$ cat src/hw/gb_pkg.sv
// shared types and memory-map constants for the console system bus
// referenced by scoped name from every unit of the bus glue
package gb_pkg;

	// ------------------------------------------------------------
	// widths
	localparam int IRQ_W = 5;               // vblank, lcd, timer, serial, joypad
	localparam int ZPRAM_AW = 7;            // 127 bytes used of 128
	localparam int WRAM_AW = 15;            // 8 banks of 4k
	localparam int SERIAL_BIT_DIV = 512;    // clocks per serial bit
	localparam int SERIAL_BITS = 8;
	localparam int SERIAL_DIV_W = $clog2(SERIAL_BIT_DIV);
	localparam int SERIAL_CNT_W = $clog2(SERIAL_BITS + 1);

	typedef logic [15:0] addr_t;            // cpu address
	typedef logic [7:0] byte_t;             // data byte
	typedef logic [IRQ_W-1:0] irq_vec_t;    // bit 0 = vblank, highest priority
	typedef logic [2:0] wram_bank_t;        // svbk bank number
	typedef logic [SERIAL_DIV_W-1:0] ser_div_t;
	typedef logic [SERIAL_CNT_W-1:0] ser_cnt_t;

	// ------------------------------------------------------------
	// i/o register addresses
	localparam addr_t ADDR_JOY = 16'hFF00;
	localparam addr_t ADDR_SB = 16'hFF01;
	localparam addr_t ADDR_SC = 16'hFF02;
	localparam addr_t ADDR_IF = 16'hFF0F;
	localparam addr_t ADDR_BOOT = 16'hFF50;
	localparam addr_t ADDR_SVBK = 16'hFF70;  // cgb only
	localparam addr_t ADDR_IE = 16'hFFFF;

	localparam byte_t IRQ_VEC_BASE = 8'h40;  // rst vector of vblank
	localparam int IRQ_VEC_STEP = 8;
	localparam byte_t IRQ_VEC_NONE = 8'h55;  // ack with nothing pending
	localparam byte_t FAST_BOOT_FLAG = 8'h42;
	localparam byte_t OPEN_BUS = 8'hFF;

	// bus from the cpu side, levels valid for the whole cycle
	typedef struct packed {
		addr_t addr;
		byte_t wdata;
		logic rd;
		logic wr;
		logic ack;    // interrupt acknowledge cycle
	} cpu_bus_t;

	// one-hot unit selects out of the address decoder
	typedef struct packed {
		logic joy;
		logic sb;
		logic sc;
		logic ie;
		logic iflag;
		logic zpram;
		logic wram;
		logic cart;   // rom and cart ram regions
	} unit_sel_t;

	typedef enum logic {
		SER_IDLE,
		SER_SHIFT
	} serial_state_t;

endpackage
$ cat src/hw/gb_joypad.sv
// joypad matrix register at ff00 and its interrupt on a falling line
// joystick inputs are active high, the matrix is active low
module gb_joypad (
	input logic clk,
	input logic reset,
	input gb_pkg::cpu_bus_t cpu,
	input gb_pkg::unit_sel_t sel,
	input gb_pkg::byte_t joystick,
	output gb_pkg::byte_t joy_rdata,
	output logic joy_irq
);

	logic [1:0] p54;          // group select, 1 masks the group
	logic [3:0] joy_p4;       // directions
	logic [3:0] joy_p5;       // buttons
	gb_pkg::byte_t line_d1;
	gb_pkg::byte_t line_d2;

	// down, up, left, right order on the p4 lines
	assign joy_p4 = ~{joystick[2], joystick[3], joystick[1], joystick[0]} | {4{p54[0]}};
	assign joy_p5 = ~{joystick[7], joystick[6], joystick[5], joystick[4]} | {4{p54[1]}};

	assign joy_rdata = {2'b11, p54, joy_p4 & joy_p5};

	always_ff @(posedge clk) begin
		if (reset) begin
			p54 <= 2'b00;
			line_d1 <= '1;        // lines idle high
			line_d2 <= '1;
			joy_irq <= 1'b0;
		end else begin
			if (sel.joy && cpu.wr)
				p54 <= cpu.wdata[5:4];
			// two-stage delay on all eight lines
			line_d1 <= {joy_p4, joy_p5};
			line_d2 <= line_d1;
			joy_irq <= |(~line_d1 & line_d2); // any 1 to 0 change
		end
	end

endmodule

$ cat config.mk
export PLATFORM = sky130hd
export DESIGN_NAME = gb_joypad
export DESIGN_NICKNAME = d
export VERILOG_FILES = /design/src/hw/gb_pkg.sv /design/src/hw/gb_joypad.sv
export SDC_FILE = /design/constraint.sdc
export NUM_CORES = 1
export LEC_CHECK = 0
export BUFFER_PORTS_ARGS = -buffer_cell sky130_fd_sc_hd__clkbuf_2
export CORE_ASPECT_RATIO = 0.9
export CORE_UTILIZATION = 36
export DETAILED_ROUTE_END_ITERATION = 16
export PLACE_DENSITY = 0.76
export SLEW_MARGIN = 40
export SYNTH_ARGS = -nofsm -noshare
export SYNTH_HDL_FRONTEND = slang
export SYNTH_SLANG_ARGS = --single-unit
$ cat constraint.sdc
create_clock -name clk -period 1.1 [get_ports clk]
set_input_delay 0.22 -clock clk [delete_from_list [all_inputs] [get_ports clk]]
set_output_delay 0.22 -clock clk [all_outputs]
set_load 0.005 [all_outputs]
==> summary.md <==
| Metric | Value |
|---|---|
| Yosys reg bits | 19 |
| Starting density of the core | 38.3% |
| Residual DRC | 0 |
| Mapped Cells | 69 |
| Fill count | 170 |
| Setup TNS | -0.493 ns |
| Worst-case clock buffer depth | 2 |
| DIE HEIGHT | 41.9 microns |
| Max-cap viol count | 0 |
| # IOs | 54 |
| Vias in the first global route | 501 |
| Hold Path Class | primary input to flop |
| Cell family with most CP delay | flip-flops |
| Synthesized area | 638 sq um |
| First-pass GRT wire length | 2100 microns |
| Seq/Total Area, Yosys | 59.6% |
| Core ar. | 1660 sq um |
| Main synth FF type | dfxtp_1 |
| Clk_skew | 0.00977 ns |
| Hold path depth | 2 |
| Initial antenna violation count | 0 |
| Max Freq | 0.813 GHz |
| Final ANT Viol Nets | 0 |
| Clock transition at the registers of the reported paths | 0.11 ns |
| R2R depth | 3 |
| WS Path Type | flop to output pin |
| Rows | 14 |
| Crit path DAT | 1.01 ns |
| Reg-to-reg setup timing slack | 0.13 ns |
| Peak VDD IR | 0.656 mV |
| Placer congestion estimate | 0.672 |
| Async SR Flop Fraction | 0% |
| Setup crit start kind | flop |
| Synth Area per Inst | 9.25 sq um |
| WHS Endpoint | line_d1[5] |
| Cell area after layout | 852 sq um |
| WP depth | 3 |
| Pin count of the biggest net entering global routing | 11 |
| Hold_sp | joystick[1] |
| Wirelength per Cell | 10.8 microns |
| Area contributors post-synth | dfxtp_1 60%, or2_2 7.8%, inv_1 5.3%, a21oi_1 4.7%, nand3_1 4.7% |
| Warnings from Yosys | 0 |
| Worst path bufs/invs | 1 |
| TritonRoute pass-1 iters | 3 |
| Worst setup EP type | output pin |
| Max Slew Vio Count | 0 |
| Inserted Diodes | 0 |
| Share of the synthesized area in the top cell type | 59.6% |
| Clk_lat worst skew | 0.29 ns |
| CTS tree | yes |
| WL final | 1290 microns |
| Layout cell share with drive strength beyond 1 | 47.9% |
| Routed vias | 530 |
| Final design utilization | 51.2% |
| Final Hold Fails | 0 |
| Fin crit share | 112% |
| Reg-to-Reg End | joy_irq |
| Run status | finished, violations left |
| Synth unique cells | 13 |
| Area leader, netlist | dfxtp_1 |
| Most frequent cell after synthesis | dfxtp_1 |
| GRT Residual Overflow | 0 |
| CP max stage cell | dfxtp_4 |
| Failing checks | setup timing |
| Setup violations, final | 4 |
| Nets | 142 |
| Vias per inst | 4.42 |
| Die area | 1950 sq um |
| Post-DP Area | 776 sq um |
| All-layer global routing usage | 16.0% |
| Crit-path max FO | 6 |
| R2r startpoint | line_d2[1] |
| CTS Buf Count | 3 |
| Port Buffers | 20 |
| Post-synth EDFFs | 0 |
| P_leak | 0.438 nW |
| RSZ-0062 raised after global routing | true |
| CP cell instances | nor2b_2 -> a21oi_2 -> buf_2 |
| Top cells by count, synth | 19 x dfxtp_1, 9 x inv_1, 8 x or2_2 |
| Layout area overhead | 33.5% |
| WP data required | 0.88 ns |
| # hold bufs at CTS | 0 |
| Dpl hpwl | 952 microns |
| Worst setup margin | -0.131 ns |
| # H-tree levels | 1 |
| Root Buffer | clkbuf_4 |
| Min Tclk post-route | 1.23 ns |
| PwrDens | 1440 nW/um^2 |
| Die X | 46.4 microns |
| CTS sink cnt | 19 |
| First-iteration detailed-routing DRC count | 2 |
| Slowest Stage Delay on Critical Path | 0.40 ns |
## stage by stage
| step | hold slack (ns) | cells | setup WS, ns | power (W) |
|---|---|---|---|---|
| after CTS | 0.103 | 119 | -0.129 | 0.00122 |
| after global placement | 0.410 | 114 | 0.145 | 0.000875 |
| after floorplan | 0.306 | 70 | 0.199 | 0.000820 |
| after global routing | 0.112 | 120 | -0.190 | 0.00130 |
| final | 0.124 | 120 | -0.131 | 0.00123 |
| after detailed placement | 0.411 | 114 | 0.0973 | 0.000882 |
## flip-flops by register name, summed over array words and instances, names as in the netlist
| signal | flops |
|---|---|
| line_d1 | 8 |
| line_d2 | 8 |
| joy_irq | 1 |
| p54 | 2 |
## routing by layer
metal,global-route usage (%),routed length (microns),up-vias
met4,10.6,14,0
met5,0,0,-
met2,24.7,670,13
li1,-,-,269
met3,5.22,46,2
met1,18.2,559,246
## layout make-up
class                   count  area (sq um)  area share (%)
clock buffers               4          26.3            3.08
inverters                  10          37.5            4.41
multi-input cells          38           231            27.2
flip-flops and latches     19           385            45.2
well taps                  24          30.0            3.52
repair buffers             25           141            16.6
## logic make-up after synthesis
group | share of synthesized area, %
DFF | 59.6
buffers and inverters | 8.82
other | 0.588
AOI/OAI and AO/OA | 10.4
and+or+nand+nor | 20.6
## worst register-to-register path: stages (launching register included)
cell     delay [ns]
dfxtp_1        0.31
inv_1          0.04
o22ai_1        0.08
o41a_1         0.42
## timing repair
action / CTS / global route
endpoints found under the hold margin: 0 / 0
resized for setup: 7 / 9
cloned: 0 / 0
setup buffers: 1 / 1
setup endpoints to repair: 5 / 5
pin swaps: 0 / 0
## placed cells by master, fill, tap and decap left out, drive strengths merged
master	instances
o22ai	4
a21oi	6
o41a	1
conb	2
nand2	7
clkinv	1
or2	8
inv	9
dfxtp	19
buf	8
nand3	6
clkbuf	21
nor2b	4
## worst max-delay path by stage
stage	startpoint	endpoint
3_3_place_gp	p54[1]	joy_rdata[3]
6_report	p54[1]	joy_rdata[1]
5_1_grt	p54[1]	joy_rdata[1]
2_1_floorplan	line_d2[1]	joy_irq
3_5_place_dp	p54[0]	joy_rdata[3]
4_1_cts	p54[1]	joy_rdata[1]
## report_power, final
| part | internal [W] | switching [W] |
|---|---|---|
| sequential | 0.000723 | 0.0000172 |
| combinational | 0.0000787 | 0.0000647 |
| clock | 0.000141 | 0.000203 |
| total | 0.000943 | 0.000285 |
Note: power is estimated with default switching activity, not from simulation.
