===== config.mk =====
export PLATFORM = sky130hd
export DESIGN_NAME = gb_irq_ctrl
export DESIGN_NICKNAME = d
export VERILOG_FILES = /design/src/hw/gb_pkg.sv /design/src/hw/gb_irq_ctrl.sv
export SDC_FILE = /design/constraint.sdc
export NUM_CORES = 1
export LEC_CHECK = 0
export ABC_CLOCK_PERIOD_IN_PS = 2300
export BUFFER_PORTS_ARGS = -buffer_cell sky130_fd_sc_hd__buf_2
export CORE_UTILIZATION = 36
export CTS_CLUSTER_SIZE = 24
export DETAILED_ROUTE_END_ITERATION = 10
export GPL_TIMING_DRIVEN = 0
export PLACE_DENSITY = 0.9
export SETUP_SLACK_MARGIN = 0.1
export SLEW_MARGIN = 20
export SYNTH_ARGS = -nofsm -noshare
export SYNTH_HDL_FRONTEND = slang
export SYNTH_SLANG_ARGS = --single-unit

===== constraint.sdc =====
create_clock -name clk -period 2.3 [get_ports clk]
set_clock_uncertainty 0.1 [all_clocks]
set_input_delay 0 -clock clk [delete_from_list [all_inputs] [get_ports clk]]
set_output_delay 0 -clock clk [all_outputs]
set_load 0.05 [all_outputs]

===== src/hw/gb_pkg.sv =====
// shared types and memory-map constants for the console system bus
// referenced by scoped name from every unit of the bus glue
package gb_pkg;

	// ------------------------------------------------------------
	// widths
	localparam int IRQ_W = 5;               // vblank, lcd, timer, serial, joypad
	localparam int ZPRAM_AW = 7;            // 127 bytes used of 128
	localparam int WRAM_AW = 15;            // 8 banks of 4k
	localparam int SERIAL_BIT_DIV = 512;    // clocks per serial bit
	localparam int SERIAL_BITS = 8;
	localparam int SERIAL_DIV_W = $clog2(SERIAL_BIT_DIV);
	localparam int SERIAL_CNT_W = $clog2(SERIAL_BITS + 1);

	typedef logic [15:0] addr_t;            // cpu address
	typedef logic [7:0] byte_t;             // data byte
	typedef logic [IRQ_W-1:0] irq_vec_t;    // bit 0 = vblank, highest priority
	typedef logic [2:0] wram_bank_t;        // svbk bank number
	typedef logic [SERIAL_DIV_W-1:0] ser_div_t;
	typedef logic [SERIAL_CNT_W-1:0] ser_cnt_t;

	// ------------------------------------------------------------
	// i/o register addresses
	localparam addr_t ADDR_JOY = 16'hFF00;
	localparam addr_t ADDR_SB = 16'hFF01;
	localparam addr_t ADDR_SC = 16'hFF02;
	localparam addr_t ADDR_IF = 16'hFF0F;
	localparam addr_t ADDR_BOOT = 16'hFF50;
	localparam addr_t ADDR_SVBK = 16'hFF70;  // cgb only
	localparam addr_t ADDR_IE = 16'hFFFF;

	localparam byte_t IRQ_VEC_BASE = 8'h40;  // rst vector of vblank
	localparam int IRQ_VEC_STEP = 8;
	localparam byte_t IRQ_VEC_NONE = 8'h55;  // ack with nothing pending
	localparam byte_t FAST_BOOT_FLAG = 8'h42;
	localparam byte_t OPEN_BUS = 8'hFF;

	// bus from the cpu side, levels valid for the whole cycle
	typedef struct packed {
		addr_t addr;
		byte_t wdata;
		logic rd;
		logic wr;
		logic ack;    // interrupt acknowledge cycle
	} cpu_bus_t;

	// one-hot unit selects out of the address decoder
	typedef struct packed {
		logic joy;
		logic sb;
		logic sc;
		logic ie;
		logic iflag;
		logic zpram;
		logic wram;
		logic cart;   // rom and cart ram regions
	} unit_sel_t;

	typedef enum logic {
		SER_IDLE,
		SER_SHIFT
	} serial_state_t;

endpackage

===== src/hw/gb_irq_ctrl.sv =====
// interrupt enable and flag registers with the priority vector
// flags clear on the write of IF or on the falling edge of ack
module gb_irq_ctrl (
	input logic clk,
	input logic reset,
	input gb_pkg::cpu_bus_t cpu,
	input gb_pkg::unit_sel_t sel,
	input gb_pkg::irq_vec_t irq_req,
	output logic irq_n,
	output gb_pkg::byte_t irq_vector,
	output gb_pkg::byte_t ie_rdata,
	output gb_pkg::byte_t if_rdata
);

	gb_pkg::irq_vec_t ie_r;
	gb_pkg::irq_vec_t if_r;
	gb_pkg::irq_vec_t pend;       // enabled and flagged
	gb_pkg::irq_vec_t pend_low;   // lowest pending bit only
	gb_pkg::irq_vec_t ack_clr;
	logic ack_q;                  // ack level one cycle ago
	logic ack_fall;

	assign pend = ie_r & if_r;
	assign pend_low = pend & (~pend + gb_pkg::irq_vec_t'(1)); // isolate lowest set bit
	assign ack_fall = ack_q && !cpu.ack;
	assign ack_clr = ack_fall ? pend_low : '0;

	// low as long as anything enabled is pending
	assign irq_n = pend == '0;

	// ------------------------------------------------------------
	// vector, bit 0 wins
	always_comb begin
		irq_vector = gb_pkg::IRQ_VEC_NONE;
		for (int i = gb_pkg::IRQ_W - 1; i >= 0; i--) begin
			if (pend[i])
				irq_vector = gb_pkg::IRQ_VEC_BASE + gb_pkg::byte_t'(gb_pkg::IRQ_VEC_STEP * i);
		end
	end

	// ------------------------------------------------------------
	// registers
	always_ff @(posedge clk) begin
		if (reset) begin
			ie_r <= '0;
			if_r <= '0;
			ack_q <= 1'b0;
		end else begin
			ack_q <= cpu.ack;
			if (sel.ie && cpu.wr)
				ie_r <= cpu.wdata[gb_pkg::IRQ_W-1:0];
			// cpu write overrides both request and ack clear
			if (sel.iflag && cpu.wr)
				if_r <= cpu.wdata[gb_pkg::IRQ_W-1:0];
			else
				if_r <= (if_r | irq_req) & ~ack_clr;
		end
	end

	// upper bits: ie reads 0, if reads 1
	assign ie_rdata = {3'b000, ie_r};
	assign if_rdata = {3'b111, if_r};

	// quiet cycle with nothing enabled pending keeps irq_n high
	a_irq_idle: assert property (@(posedge clk) disable iff (reset)
		(pend == '0) && (irq_req == '0) && !(cpu.wr && (sel.ie || sel.iflag)) |=> irq_n);

endmodule


==> results.cfg <==
[critical_path]
crit_type = in -> reg
crit_path_top_delay_cell = dlygate4sd3_1
cp.arrival_ps = 1950
timing.critical_path.mode_cell = dlygate4sd3_1
path_cells = dlygate4sd3_1, buf_6, nand3_1, dlygate4sd3_1, a21oi_1, dlygate4sd3_1
start_kind = input pin
end_kind = register
crit_fanout = 9
slowest_delay_ps = 570
worstPathRequired_ps = 2350

[route]
wire_per_inst_um = 13.01
viasPerCell = 5.212
wl_met1_um = 752
drc_errors = 0
wl_met2_um = 1027
routed_wl_um = 1964
drtPass1Iterations = 6
dr.max_layer_used = met4
drt_iter0_drc = 8
dr_total_vias = 787
ant_nets = 0
wl_met3_um = 125

[logic_synthesis]
synth.avg_cell_area_um2 = 8.413
netlist_instances = 76
synth_area_um2 = 639.4
yosysSeqAreaShare_pct = 34.44
synth-seq-cells = 11
yosys_warnings = 0
ys_types = 25

[power_and_ir_drop]
p_sw_uw = 217.7
power_frac_seq_pct = 38.6
leakagePower_uw = 0.0004817
ir_drop_v = 0.0003222
switching_share_pct = 38.88
p_comb_share_pct = 38.4
p_int_uw = 342.3
powerDensity_nw_per_um2 = 534.8
power_frac_clock_pct = 23.0

[global_route]
grt_usage_pct = 21.17
grt_pass1_vias = 734
grt_first_pass_wirelength_um = 3042
grt_max_degree = 11
grt-ovfl-total = 0
antenna_found_initial = 0

[floorplanning]
die_h_um = 44.14
die_w_um = 44.14
die_area_um2 = 1948
start_util_pct = 40.56
ioPinCount = 67
num_rows = 14
core_area_um2 = 1577

[clock_tree]
cts.clk_slew.worst_paths_ps = 70
cts_setup_buffers = 0
cts_made_buffers = 3
clk_path_buf_depth = 2
cts_tree = done
cts_root_buf = clkbuf_4
htree_levels = 1
clk-insertion-delay-late_ps = 260
cts.sink_count = 11

[cells_and_area]
drive_gt1_share_pct = 36.30
final_common_cell = buf_2
fin_cells = 151
area_growth_pct = 63.80
fillCellCount = 135
final_nets = 178
final_cell_mix = buf_2, dlygate4sd3_1, nand2_1, dfxtp_1, buf_4
n_antenna_cell = 0

[place]
hpwlAfterDp_um = 1244
gp_congestion = 0.7337
place.port_buffers = 30
dp_cells = 129

[sta]
hold_viol_final = 0
setup-violations-final = 0
finalCriticalPeriod_ps = 1900
rsz0062_at_grt = no
drv_slew = 0
fmax_mhz = 526.3
fin_tns_setup_ps = 0
fin_crit_sh_pct = 82.61

[status]
status = finished clean

[flow_run]
maxCapViolCount = 0

[worst_hold_path]
hold_class = in -> reg
[path summary, 6_finish.rpt]
path	from	end	slack (ps)	cells after the start
setup / recovery	cpu[1]	if_r[0]$_SDFF_PP0_	400	6
hold / removal	irq_req[3]	if_r[3]$_SDFF_PP0_	30	3
setup reg to reg	ack_q$_SDFF_PP0_	if_r[0]$_SDFF_PP0_	580	4
hold reg to reg	ie_r[4]$_SDFFE_PP0P_	ie_r[4]$_SDFFE_PP0P_	380	2
[metrics by stage]
step           utilization (%)  setup slack, ps  instance area, µm²  power, µW  hold WS [ps]
2_1_floorplan                -            162.7               670.6      365.5        -28.39
3_3_place_gp             53.33             1008               840.8      402.8         102.6
3_5_place_dp             53.33            970.1               840.8      406.7         100.5
4_1_cts                  66.43            446.9                1047      556.5         22.99
5_1_grt                  66.43            393.5                1047      584.2         20.04
6_report                 66.43            400.0                1047      560.0         27.08
[logic make-up (layout without fill, tap and decap cells)]
family                 count (synthesis)  after routing  share of synthesized area, %
AND/OR/NAND/NOR                       33             33                         28.37
AO/OA/AOI/OAI                         18             18                         20.55
buffers and inverters                 12             64                         15.46
other                                  2              9                         1.175
flip-flops                            11             11                         34.44
[synth_stat cells]
cell type / count / area share, %
nor3_1: 1 / 0.78
nor3b_1: 2 / 2.3
a32oi_1: 1 / 1.4
dlymetal6s2s_1: 1 / 2.0
or2b_2: 1 / 1.4
a211oi_1: 1 / 1.2
conb_1: 2 / 1.2
o21ai_0: 2 / 1.6
buf_6: 1 / 1.8
and2_1: 1 / 0.98
o32ai_1: 3 / 4.1
nand4b_1: 1 / 1.4
nor2_1: 4 / 2.3
nor2b_1: 1 / 0.98
nand3_1: 7 / 5.5
nand2_1: 11 / 6.5
a22o_1: 1 / 1.4
nand2b_1: 2 / 2.0
a22o_4: 1 / 2.7
a21oi_1: 7 / 5.5
nor4b_2: 1 / 2.3
o221ai_1: 2 / 2.7
nor4_2: 1 / 2.0
dfxtp_1: 11 / 34
buf_4: 10 / 12
[sequential cells by signal, indices dropped and copies added (netlist names)]
signal / flops
ie_r: 5
ack_q: 1
if_r: 5
[critical path, delay by kind of cell]
| kind | cells | cell delay (ps) |
|---|---|---|
| AO/OA/AOI/OAI | 1 | 50 |
| buffers and inverters | 4 | 1820 |
| AND/OR/NAND/NOR | 1 | 70 |
[power groups by stage]
stage               registers [µW]  clock network [µW]  logic [µW]
floorplan                      258                   0         107
global placement               219                   0         183
detailed placement             220                   0         187
CTS                            216                 131         210
global route                   218                 143         223
finish                         216                 129         215
[area by class of cell]
class,count,area (µm²),area share (%)
Multi-Input combinational cell,60,351.6,33.57
Timing Repair Buffer,48,330.3,31.54
Sequential cell,11,220.2,21.03
Buffer,12,98.84,9.439
Clock buffer,4,26.28,2.509
Tap cell,16,20.02,1.912
[layer usage]
metal  vias up  global-route usage [%]
li1        376                       -
met2        40                   39.71
met4         0                   12.73
met1       363                   21.72
met5         -                       0
met3         8                   3.265
[repair_timing]
| action | CTS | global route |
|---|---|---|
| endpoints found under the hold margin | 11 | 0 |
| hold buffers | 18 | 0 |
| resized for setup | 0 | 0 |
Note: power is estimated with default switching activity, not from simulation.
