`src/hw/gb_pkg.sv`:
```
// shared types and memory-map constants for the console system bus
// referenced by scoped name from every unit of the bus glue
package gb_pkg;

	// ------------------------------------------------------------
	// widths
	localparam int IRQ_W = 5;               // vblank, lcd, timer, serial, joypad
	localparam int ZPRAM_AW = 7;            // 127 bytes used of 128
	localparam int WRAM_AW = 15;            // 8 banks of 4k
	localparam int SERIAL_BIT_DIV = 512;    // clocks per serial bit
	localparam int SERIAL_BITS = 8;
	localparam int SERIAL_DIV_W = $clog2(SERIAL_BIT_DIV);
	localparam int SERIAL_CNT_W = $clog2(SERIAL_BITS + 1);

	typedef logic [15:0] addr_t;            // cpu address
	typedef logic [7:0] byte_t;             // data byte
	typedef logic [IRQ_W-1:0] irq_vec_t;    // bit 0 = vblank, highest priority
	typedef logic [2:0] wram_bank_t;        // svbk bank number
	typedef logic [SERIAL_DIV_W-1:0] ser_div_t;
	typedef logic [SERIAL_CNT_W-1:0] ser_cnt_t;

	// ------------------------------------------------------------
	// i/o register addresses
	localparam addr_t ADDR_JOY = 16'hFF00;
	localparam addr_t ADDR_SB = 16'hFF01;
	localparam addr_t ADDR_SC = 16'hFF02;
	localparam addr_t ADDR_IF = 16'hFF0F;
	localparam addr_t ADDR_BOOT = 16'hFF50;
	localparam addr_t ADDR_SVBK = 16'hFF70;  // cgb only
	localparam addr_t ADDR_IE = 16'hFFFF;

	localparam byte_t IRQ_VEC_BASE = 8'h40;  // rst vector of vblank
	localparam int IRQ_VEC_STEP = 8;
	localparam byte_t IRQ_VEC_NONE = 8'h55;  // ack with nothing pending
	localparam byte_t FAST_BOOT_FLAG = 8'h42;
	localparam byte_t OPEN_BUS = 8'hFF;

	// bus from the cpu side, levels valid for the whole cycle
	typedef struct packed {
		addr_t addr;
		byte_t wdata;
		logic rd;
		logic wr;
		logic ack;    // interrupt acknowledge cycle
	} cpu_bus_t;

	// one-hot unit selects out of the address decoder
	typedef struct packed {
		logic joy;
		logic sb;
		logic sc;
		logic ie;
		logic iflag;
		logic zpram;
		logic wram;
		logic cart;   // rom and cart ram regions
	} unit_sel_t;

	typedef enum logic {
		SER_IDLE,
		SER_SHIFT
	} serial_state_t;

endpackage
```
`src/hw/gb_serial.sv`:
```
// dummy serial port, only the control register at ff02 is real
// an internal-clock transfer counts eight bit times and raises the irq
module gb_serial (
	input logic clk,
	input logic reset,
	input gb_pkg::cpu_bus_t cpu,
	input gb_pkg::unit_sel_t sel,
	output gb_pkg::byte_t sc_rdata,
	output logic serial_irq
);

	gb_pkg::serial_state_t state;
	logic sc_start;           // sc bit 7
	logic sc_shiftclock;      // sc bit 0, 1 = internal clock
	gb_pkg::ser_div_t div_cnt;
	gb_pkg::ser_cnt_t bit_cnt;
	logic sc_wr;

	assign sc_wr = sel.sc && cpu.wr;

	always_ff @(posedge clk) begin
		serial_irq <= 1'b0;   // single cycle pulse
		if (reset) begin
			state <= gb_pkg::SER_IDLE;
			sc_start <= 1'b0;
			sc_shiftclock <= 1'b0;
			div_cnt <= '0;
			bit_cnt <= '0;
		end else if (sc_wr) begin
			sc_start <= cpu.wdata[7];
			sc_shiftclock <= cpu.wdata[0];
			div_cnt <= gb_pkg::ser_div_t'(gb_pkg::SERIAL_BIT_DIV - 1);
			bit_cnt <= gb_pkg::ser_cnt_t'(gb_pkg::SERIAL_BITS);
			// external clock never arrives, so only internal shifts
			if (cpu.wdata[7] && cpu.wdata[0])
				state <= gb_pkg::SER_SHIFT;
			else
				state <= gb_pkg::SER_IDLE;
		end else if (state == gb_pkg::SER_SHIFT) begin
			if (div_cnt == '0) begin
				div_cnt <= gb_pkg::ser_div_t'(gb_pkg::SERIAL_BIT_DIV - 1);
				bit_cnt <= bit_cnt - 1'b1;
				if (bit_cnt == gb_pkg::ser_cnt_t'(1)) begin   // last bit out
					serial_irq <= 1'b1;
					sc_start <= 1'b0;
					state <= gb_pkg::SER_IDLE;
				end
			end else begin
				div_cnt <= div_cnt - 1'b1;
			end
		end
	end

	assign sc_rdata = {sc_start, 6'h3F, sc_shiftclock};

endmodule

```
`config.mk`:
```
export PLATFORM = sky130hd
export DESIGN_NAME = gb_serial
export DESIGN_NICKNAME = d
export VERILOG_FILES = /design/src/hw/gb_pkg.sv /design/src/hw/gb_serial.sv
export SDC_FILE = /design/constraint.sdc
export NUM_CORES = 1
export LEC_CHECK = 0
export ABC_CLOCK_PERIOD_IN_PS = 2200
export BUFFER_PORTS_ARGS = -buffer_cell sky130_fd_sc_hd__buf_2
export CAP_MARGIN = 40
export CORE_UTILIZATION = 43
export DETAILED_ROUTE_END_ITERATION = 10
export GPL_TIMING_DRIVEN = 1
export PLACE_DENSITY = 0.8
export SYNTH_ARGS = -nofsm -noshare
export SYNTH_HDL_FRONTEND = slang
export SYNTH_SLANG_ARGS = --single-unit
```
`constraint.sdc`:
```
create_clock -name clk -period 2.2 [get_ports clk]
set_clock_uncertainty 0.15 [all_clocks]
set_input_delay 0.11 -clock clk [delete_from_list [all_inputs] [get_ports clk]]
set_output_delay 0.11 -clock clk [all_outputs]
set_load 0.03 [all_outputs]
```
==> results.md, run 1 <==
- Area grow syn2layout: 9.01%
- Hold crit path type: in2reg
- Max Fclk: around 520 MHz
- Fin nets: between 150 and 200
- Die height: ~47 um
- CP bufs+invs: 1
- Crit Path Category: reg2reg
- Final worst path period share: about 88%
- Ratio of cells with drive above 1 in the final layout: between 10 and 15%
- Total track usage: between 10% and 20%
- RSZ-0062 raised after global routing: false
- Die width: 47.1 um
- Placer congestion estimate: between 0.7 and 0.8
- CTS Sinks: 17
- Mapped Area: 875 um2
- Critical path launch point: div_cnt[0]$_SDFFE_PP0P_
- Power share of the combinational group: 18.5%
- Switching share of total power: about 30%
- Initial antenna violation count: 0
- DRT Pass-1 Iters: 4
- Synth unique cells: 31
- CTS tree: built
- Cell Chain, Critical Path: inv_1, ha_1, nor3b_2, and4b_1, a21oi_1, a21oi_1
- H-tree lvl count: 1
- Crit path depth: 6
- Status: finished, final reports clean
- Worst endpoint required time: between 2 and 2.5 ns
- # port buffers: 8
- Power density over the cells: 665 nW/um2
- Mapped Avg Cell Area: approximately 8.7 um2
- IO Count: between 40 and 50
- Worst-case reg-to-reg path depth: 6
- DRC: 0
- Register area share after synthesis: slightly below 40%
- Synth warn: 0
- Clk pin slew, worst setup/hold paths: around 0.09 ns
- Top cell type's share of synthesized area: 38.9%
- Post-route cell area: around 950 um2
- CTS buffer count: 3
- NetSw: ~0.19 mW
- Number of global-route vias before repair: about 580
- First-pass GRT wire length: 2490 um
- Finish-stage setup viols: 0
- Vias post-DR: 703
- Critical Path Most Common Cell: a21oi_1
- P_int: 0.447 mW
- CP max stage delay: 0.41 ns
- Initial Util: between 40% and 50%
- Dpl hpwl: about 1100 um
- Worst Path Arrival: between 1.5 and 2 ns
- Flop-to-flop setup slack: ~0.27 ns
- Detailed-route vias per instance: 5.21
- Flops & latches, synth: 17
- Number of diodes: 0
- Die area: around 2200 um2
- VDD IR max: approximately 0.24 mV
- Clock Latency Late Sink: 0.29 ns
- Rows: 15
- Reg-to-Reg End: div_cnt[8]$_SDFFE_PP0P_
- CP Capture Point: div_cnt[8]$_SDFFE_PP0P_
- Max-cap violations: 0
- DRT antenna net count: 0
- Critical Path Fanout Max: 6
- Gates resized, CTS repair: 0
- Wirelength per Cell: 11.9 um
- Area contributors post-synth: dfxtp_1 (39%), xor2_1 (7.0%), a21oi_1 (6.9%)
- Setup crit end kind: register
- Yosys top cell by area: dfxtp_1
- CP top delay family: compound AO/OA/AOI/OAI gates
- Final Hold Viols: 0
- Lkg Pwr: 0.381 nW
- Placed Area: ~900 um2
- Global route total overflow: 0
- Final min period: ~1.9 ns
- Drt first-iter violations: 18
- Clock Tree Buf Depth: 2
- Clk root buf: clkbuf_4
- Post-Route WL: 1610 um
- Final TNS setup: 0 ns
- Max Slew Vio Count: 0
- Seq pwr share: ~56%
- R2r startpoint: div_cnt[0]$_SDFFE_PP0P_
- Largest net degree at the start of global routing: 15
- CP max-delay cell: a21oi_1
- Part of the power in the clock network: 25.9%
- Startpoint Class: register
- Synth Instances: 100
- Core area: around 1800 um2
==> power by group through the flow <==
| stage | Sequential, mW | Combinational (mW) | Clock, mW |
|---|---|---|---|
| 2_1_floorplan | 0.354 | 0.101 | 0 |
| 3_5_place_dp | 0.360 | 0.110 | 0 |
| 4_1_cts | 0.353 | 0.116 | 0.173 |
| 5_1_grt | 0.356 | 0.129 | 0.181 |
| 3_3_place_gp | 0.359 | 0.108 | 0 |
| 6_report | 0.353 | 0.117 | 0.164 |
==> stage by stage <==
step / setup WS [ns] / hold WS, ns / power (mW) / util [%] / cells
5_1_grt: 0.136 / 0.0375 / 0.666 / 52.4 / 135
3_3_place_gp: 0.341 / 0.198 / 0.467 / 49.3 / 128
2_1_floorplan: 0.547 / 0.0294 / 0.456 / - / 105
4_1_cts: 0.251 / 0.0124 / 0.642 / 52.4 / 135
3_5_place_dp: 0.293 / 0.201 / 0.470 / 49.3 / 128
6_report: 0.267 / 0.0257 / 0.634 / 52.4 / 135
==> worst min-delay path by stage <==
stage	startpoint	end	slack [ns]	cells after the start
after floorplan	reset	bit_cnt[3]$_SDFFE_PP0P_	0.03	1
after global placement	cpu[10]	state$_SDFF_PP0_	0.20	2
after detailed placement	cpu[10]	state$_SDFF_PP0_	0.20	2
after CTS	reset	div_cnt[0]$_SDFFE_PP0P_	0.01	2
after global routing	reset	sc_start$_SDFFE_PP0P_	0.04	2
final	reset	sc_start$_SDFFE_PP0P_	0.03	2
==> cells by family after synthesis <==
logic type | share of synthesized area (%)
simple gates | 24.9
fa+ha+maj | 4.29
xor+xnor | 8.01
other cells | 0.429
flops | 38.9
compound gates | 14.0
buf+inv | 9.44
==> state kept, by name (all words and copies together), names as in the netlist <==
signal / count
bit_cnt: 4
sc_shiftclock: 1
sc_start: 1
serial_irq: 1
state: 1
div_cnt: 9
==> routing by layer <==
metal  track usage (%)  routed length (um)  vias up
met1              18.5                 732      333
met4              8.57                  24        0
li1                  -                   -      353
met5                 0                   0        -
met2              29.7                 802       13
met3              4.62                  50        4
==> placed cells by master, fill, tap and decap left out, types with 2 or more instances in the layout <==
cell type,count
dfxtp_1,17
a21oi_1,12
nand2_1,8
buf_2,8
xor2_1,7
nor2_1,7
conb_1,6
inv_1,4
nand3_1,4
o21ai_0,3
ha_1,3
clkbuf_4,3
dlygate4sd3_1,3
a21o_1,2
nor3b_1,2
nand4_1,2
nand4b_1,2
or3_1,2
==> cell usage after synthesis <==
| master | n |
|---|---|
| and4b_1 | 1 |
| ha_1 | 3 |
| nor3b_2 | 1 |
| nor3b_1 | 2 |
| a21oi_1 | 12 |
| nand3b_1 | 1 |
| or3_1 | 2 |
| nand2b_1 | 1 |
| a31o_2 | 1 |
| nor3_1 | 1 |
| and2_1 | 1 |
| nor4_4 | 1 |
| nor4b_1 | 1 |
| a21o_1 | 2 |
| a31oi_1 | 1 |
| inv_1 | 4 |
| xnor2_1 | 1 |
| conb_1 | 1 |
| a32o_1 | 1 |
| or2_2 | 1 |
| xor2_1 | 7 |
| buf_4 | 8 |
| a211oi_1 | 1 |
| nor2_1 | 7 |
| nand3_1 | 4 |
| nand2_1 | 8 |
| nand4_1 | 2 |
| clkbuf_1 | 2 |
| o21ai_0 | 3 |
| nand4b_1 | 2 |
| dfxtp_1 | 17 |
==> area by class of cell <==
type,count,area [um2]
Fill cell,177,867
Multi-Input combinational cell,74,470
Clock buffer,4,26.3
Tap cell,25,31.3
Timing Repair Buffer,11,70.1
Sequential cell,17,340
Inverter,4,15.0
==> timing repair <==
item / CTS / global route
endpoints found under the hold margin: 2 / 0
buffers inserted: 0 / 0
hold buffers: 3 / 0
(Power assumes the default switching activity.)
==> run 2, diff against run 1 <==
--- a/config.mk
+++ b/config.mk
@@ -5,13 +5,14 @@
 export SDC_FILE = /design/constraint.sdc
 export NUM_CORES = 1
 export LEC_CHECK = 0
+export ABC_AREA = 1
 export ABC_CLOCK_PERIOD_IN_PS = 2200
 export BUFFER_PORTS_ARGS = -buffer_cell sky130_fd_sc_hd__buf_2
 export CAP_MARGIN = 40
-export CORE_UTILIZATION = 43
+export CORE_UTILIZATION = 46
 export DETAILED_ROUTE_END_ITERATION = 10
 export GPL_TIMING_DRIVEN = 1
-export PLACE_DENSITY = 0.8
+export PLACE_DENSITY = 0.81
 export SYNTH_ARGS = -nofsm -noshare
 export SYNTH_HDL_FRONTEND = slang
 export SYNTH_SLANG_ARGS = --single-unit
==> run 2 against run 1 <==
Compared with the run above: die area increased by 11%; highest routed layer unchanged; final area increased by 18%; hold slack lost 0.014 ns; largest power group unchanged; largest cell class unchanged; via count up 19%; synthesized cell count grew 43%.
==> results.md, run 2 <==
- Ys async rst share: 0%
- Die width: 49.6 um
- Ys flop type: dfxtp_1
- Rows: 16
- Final min period: between 1.5 and 2 ns
- Global route total overflow: 0
- Ratio of cells with drive above 1 in the final layout: between 10% and 20%
- Worst endpoint required time: ~2.2 ns
- Met1 Use GR: around 18%
- Synth unique cells: 27
- Lkg Pwr: 0.544 nW
- Final TNS setup: 0 ns
- Final Hold Viols: 0
- Hold Crit Endpoint: div_cnt[1]$_SDFFE_PP0P_
- DRC: 0
- Mapped Avg Cell Area: around 7.3 um2
- Hold crit path type: in2reg
- Wirelength per Cell: between 9 and 10 um
- GR Util met3: about 4.6%
- VDD IR max: just over 0.5 mV
- CP max-delay cell: dfxtp_1
- Die height: about 50 um
- Max-cap violations: 0
- Max Slew Vio Count: 0
- IO Count: 46
- Synth Instances: between 100 and 150
- Worst Hold Depth: 3
- Core area: between 2000 and 2500 um2
- Total track usage: ~17%
- Biggest regs: div_cnt: 9 flops, bit_cnt: 4 flops
- Most common cell after layout, fill and taps aside: nand2_1
- Flops & latches, synth: 17
- Power Total: between 0.7 and 0.8 mW
- Pre-CTS WS: 0.633 ns
- Critical Path Fanout Max: 6
- Worst-case reg-to-reg path depth: 9
- Die area: between 2000 and 2500 um2
- Filler instances: slightly above 200
- Max Fclk: 638 MHz
- CTS Sinks: 17
- RSZ-0062 raised after global routing: false
- Flop-to-flop setup slack: 0.63 ns
- Met2 Usage GRT: between 30% and 40%
- Top cell type's share of synthesized area: 32.7%
- CTS tree: built
- Crit Path Category: reg2reg
- Dpl hpwl: between 1000 and 1500 um
- R2r startpoint: div_cnt[0]$_SDFFE_PP0P_
- CTS buffer count: 3
- Power density over the cells: 677 nW/um2
- Max reg flops: 9
- CP bufs+invs: 2
- CP top delay family: simple AND/OR/NAND/NOR gates
- Cell Chain, Critical Path: inv_1, ha_1, inv_2, nor2_2, nand2_2, nor2_8, nand2_1, o211ai_1, nand2_1
- Initial antenna violation count: 0
- Startpoint Class: register
- Setup crit end kind: register
- Area grow syn2layout: 8.04%
- Clock Latency Late Sink: 0.29 ns
- # port buffers: 8
- Worst Path Arrival: between 1.5 and 2 ns
- Critical Path Most Common Cell: nand2_1
- Number of global-route vias before repair: approximately 770
- Most frequent cells in the layout: nand2_1 (27), inv_1 (24), dfxtp_1 (17), nand3_1 (14), a21oi_1 (9)
- Mapped Area: approximately 1000 um2
- Register area share after synthesis: about a third
- Worst setup margin: 0.633 ns
- Yosys top cell by area: dfxtp_1
- Worst hold start: sel[5]
- Initial Util: about half
- Post-Route WL: 1770 um
- Finish-stage setup viols: 0
- Clock Tree Buf Depth: 2
- Most frequent cell after synthesis: nand2_1
- Detailed-route vias per instance: 4.64
- Reg-to-Reg End: sc_start$_SDFFE_PP0P_
- Vias post-DR: 840
- Largest net degree at the start of global routing: 11
- Placer congestion estimate: between 0.8 and 0.9
- Synth top cells by count: nand2_1 (27), inv_1 (24), dfxtp_1 (17)
- Synth warn: 0
- Final worst path period share: 71.2%
- H-tree lvl count: 1
- Clk root buf: clkbuf_4
- DRT antenna net count: 0
- Clk pin slew, worst setup/hold paths: around 0.10 ns
- Area contributors post-synth: dfxtp_1 (33%), nand2_1 (9.7%), inv_1 (8.6%)
- Number of diodes: 0
- Drt first-iter violations: 16
- Global route hottest layer: met2
- CP max stage delay: ~0.32 ns
- First-pass GRT wire length: 3220 um
- Status: finished, final reports clean
- Top reg by flops: div_cnt
- Post-synth EDFFs: 0
- DRT Pass-1 Iters: 4
- Fin nets: slightly below 200
[run 2: how the worst max path moves through the flow]
stage	startpoint	endpoint	slack, ns	cells past startpoint
4_1_cts	div_cnt[0]$_SDFFE_PP0P_	bit_cnt[0]$_SDFFE_PP0P_	0.62	9
6_report	div_cnt[0]$_SDFFE_PP0P_	sc_start$_SDFFE_PP0P_	0.63	9
3_3_place_gp	div_cnt[0]$_SDFFE_PP0P_	sc_start$_SDFFE_PP0P_	0.66	9
5_1_grt	div_cnt[0]$_SDFFE_PP0P_	bit_cnt[0]$_SDFFE_PP0P_	0.45	9
2_1_floorplan	div_cnt[0]$_SDFFE_PP0P_	sc_start$_SDFFE_PP0P_	0.75	9
3_5_place_dp	div_cnt[0]$_SDFFE_PP0P_	bit_cnt[0]$_SDFFE_PP0P_	0.63	9
[run 2: kinds of logic (layout without fill, tap and decap cells)]
group / after synthesis / after routing / synth area share, %
AO/OA/AOI/OAI: 17 / 17 / 9.48
XOR/XNOR: 2 / 2 / 1.68
adder cells (fa/ha/maj): 3 / 3 / 3.60
buffers and inverters: 37 / 43 / 17.5
flip-flops: 17 / 17 / 32.7
other: 1 / 6 / 0.360
AND/OR/NAND/NOR: 66 / 66 / 34.7
[run 2: through the flow]
step	instance area, um2	utilization (%)	std cells	hold slack (ns)
3_3_place_gp	1060	51.8	173	0.211
4_1_cts	1130	55.1	181	0.00505
6_report	1130	55.1	181	0.0113
2_1_floorplan	1060	-	148	0.102
3_5_place_dp	1060	51.8	173	0.210
5_1_grt	1130	55.1	181	0.0185
[run 2: repair_timing]
action,in CTS,in global routing
hold buffers,4,0
resized for setup,0,0
setup buffers,0,0
endpoints found under the hold margin,11,0
[run 2: where the power goes]
group	switching [mW]	total (mW)	leakage [nW]	internal, mW
logic	0.153	0.237	0.387	0.0846
registers	0.0257	0.359	0.139	0.333
clock network	0.0982	0.166	0.0177	0.0677
total	0.277	0.762	0.544	0.485
[run 2: metal layers]
layer | routed length, um | share of wire [%]
met4 | 30 | 1.7
met3 | 70 | 4.0
met5 | 0 | 0
met1 | 763 | 43
met2 | 908 | 51
[run 2: cell type report]
cell class	count	area (um2)	area share, %
inverter	27	106	9.44
clock buffer	3	22.5	2.00
timing repair buffer	12	80.1	7.11
tap	27	33.8	3.00
sequential	17	340	30.2
multi-input combinational	94	538	47.8
clock inverter	1	5.00	0.444
[run 2: worst min-delay path, stage by stage]
cell and delay (ns):
buf_2 0.11, nand2_4 0.12, a21oi_1 0.07
==> run 3, diff against run 2 <==
--- a/config.mk
+++ b/config.mk
@@ -6,7 +6,7 @@
 export NUM_CORES = 1
 export LEC_CHECK = 0
 export ABC_AREA = 1
-export ABC_CLOCK_PERIOD_IN_PS = 2200
+export ABC_CLOCK_PERIOD_IN_PS = 1500
 export BUFFER_PORTS_ARGS = -buffer_cell sky130_fd_sc_hd__buf_2
 export CAP_MARGIN = 40
 export CORE_UTILIZATION = 46
==> constraint.sdc (replaced) <==
create_clock -name clk -period 1.5 [get_ports clk]
set_clock_uncertainty 0.15 [all_clocks]
set_input_delay 0.075 -clock clk [delete_from_list [all_inputs] [get_ports clk]]
set_output_delay 0.075 -clock clk [all_outputs]
set_load 0.03 [all_outputs]
==> run 3 against run 2 <==
Compared with the run above: wire length increased by 8.2%; sequential cell count did not move; critical path depth is 4 lower; combinational power is 68% higher; via count is 4.4% higher; first-iteration DRC count shrank 44%; sequential power up 47%; global-route usage rose by 1.3 points; largest cell class unchanged; clock-buffer cell count unchanged; sequential share of layout area down 2.0 points; total power grew 54%.
==> results.md, run 3 (synthesized netlist as in run 2, its figures left out) <==
- Status: finished, final reports clean
- Max reg flops: 9
- Vias post-DR: approximately 880
- Worst Hold Depth: 5
- Number of diodes: 0
- Number of global-route vias before repair: between 800 and 900
- Sequential standard cell area: about 340 um2
- Max Used Layer: met4
- Die width: roughly 50 um
- Critical Path Fanout Max: 6
- Power density over the cells: a little under 1000 nW/um2
- DRC: 0
- CTS tree: built
- Routed wire length on met3: ~92 um
- Finish-stage setup viols: 0
- CP max-delay cell: dlygate4sd3_1
- VDD IR max: just under 0.6 mV
- H-tree lvl count: 1
- Final worst path period share: between 90% and 100%
- Global route total overflow: 0
- Filler instances: approximately 210
- Hold crit path type: in2reg
- Lkg Pwr: between 0.5 and 0.6 nW
- Routed length on met2: between 1000 and 1500 um
- Worst-case reg-to-reg path depth: 11
- Detailed-route vias per instance: around 4.7
- Worst endpoint required time: about 1.5 ns
- Cell Chain, Critical Path: dlygate4sd3_1, buf_2, nand2_4, dlygate4sd3_1, a21oi_1
- Critical Path Most Common Cell: dlygate4sd3_1
- Die area: approximately 2500 um2
- Final Hold Viols: 0
- Initial antenna violation count: 0
- Rows: 16
- Dpl hpwl: about 1500 um
- Clock Latency Late Sink: ~0.3 ns
- Crit Path Category: in2reg
- Ratio of cells with drive above 1 in the final layout: between 20% and 30%
- DRT antenna net count: 0
- WHS: around 0.012 ns
- Power Total: approximately 1.2 mW
- Drt first-iter violations: 9
- Pre-CTS WS: -0.0522 ns
- Final min period: 1.47 ns
- Placer congestion estimate: approximately 0.8
- Non-Filler Instances: ~190
- Die height: 49.6 um
- Max-cap violations: 0
- Wirelength per Cell: 10.3 um
- Worst setup margin: about 0.032 ns
- Inst Count DP: ~180
- # port buffers: 8
- Largest net degree at the start of global routing: 11
- Post-Route WL: about 1900 um
- DRT Pass-1 Iters: 6
- Initial Util: 51.0%
- Most frequent cells in the layout: nand2_1 (26), inv_1 (22), dfxtp_1 (16), nand3_1 (13)
- CTS buffer count: 3
- Setup crit end kind: register
- Startpoint Class: input pin
- Top reg by flops: div_cnt
- Clock Tree Buf Depth: 2
- Max Slew Vio Count: 0
- Final TNS setup: 0 ns
- IO Count: 46
- Fin nets: approximately 200
- CTS Sinks: 17
- Met1 Routed Length: ~800 um
- Total track usage: between 10% and 20%
- RSZ-0062 raised after global routing: true
- Clk root buf: clkbuf_4
- Clk pin slew, worst setup/hold paths: around 0.1 ns
- Area grow syn2layout: 16.3%
- First-pass GRT wire length: 3470 um
- Worst Path Arrival: 1.51 ns
- Multi-input logic area: around 580 um2
- CP max stage delay: ~0.60 ns
- Max Fclk: 681 MHz
- Core area: approximately 2000 um2
- Biggest regs: div_cnt: 9 flops, bit_cnt: 4 flops
- Most common cell after layout, fill and taps aside: nand2_1
==> run 3: final timing paths <==
kind / from / end / slack [ns]
worst min-delay path: sel[5] / bit_cnt[3]$_SDFFE_PP0P_ / 0.01
worst max register to register: div_cnt[0]$_SDFFE_PP0P_ / bit_cnt[3]$_SDFFE_PP0P_ / 0.06
worst max-delay path: cpu[1] / div_cnt[1]$_SDFFE_PP0P_ / 0.03
worst min register to register: sc_shiftclock$_SDFFE_PP0P_ / sc_shiftclock$_SDFFE_PP0P_ / 0.30
==> run 3: area by class of cell <==
type,count,share of cell area (%)
clock buffers,3,1.86
clock inverters,1,0.413
inverters,27,8.77
multi-input cells,94,47.5
flip-flops and latches,17,28.2
well taps,27,2.79
repair buffers,18,10.5
==> run 3: worst max-delay path, delay by kind of cell <==
family / cells / cell delay [ns]
AO/OA/AOI/OAI: 1 / 0.07
buffers and inverters: 3 / 1.26
AND/OR/NAND/NOR: 1 / 0.11
==> run 3: metal layers <==
layer | up-vias | GRT usage (%)
met5 | - | 0
met2 | 20 | 33.6
met4 | 0 | 4.29
met1 | 391 | 20.6
met3 | 2 | 5.56
li1 | 464 | -
==> run 3: timing repair <==
| action | 4_1_cts | 5_1_grt |
|---|---|---|
| buffers inserted | 0 | 1 |
| hold buffers | 5 | 0 |
| setup endpoints to repair | 5 | 12 |
| hold endpoints to repair | 12 | 0 |
| pin swaps | 1 | 1 |
| gates resized for setup | 6 | 8 |
==> run 3: power breakdown <==
group	total [mW]	leakage [nW]	internal, mW	switching (mW)
clock network	0.244	0.0177	0.0994	0.145
logic	0.397	0.419	0.150	0.248
registers	0.528	0.140	0.489	0.0390
==> run 3: through the flow <==
stage	utilization, %	cell area (um2)
3_3_place_gp	53.3	1090
2_1_floorplan	-	1060
5_1_grt	59.4	1210
4_1_cts	57.8	1180
6_report	59.4	1210
3_5_place_dp	53.3	1090
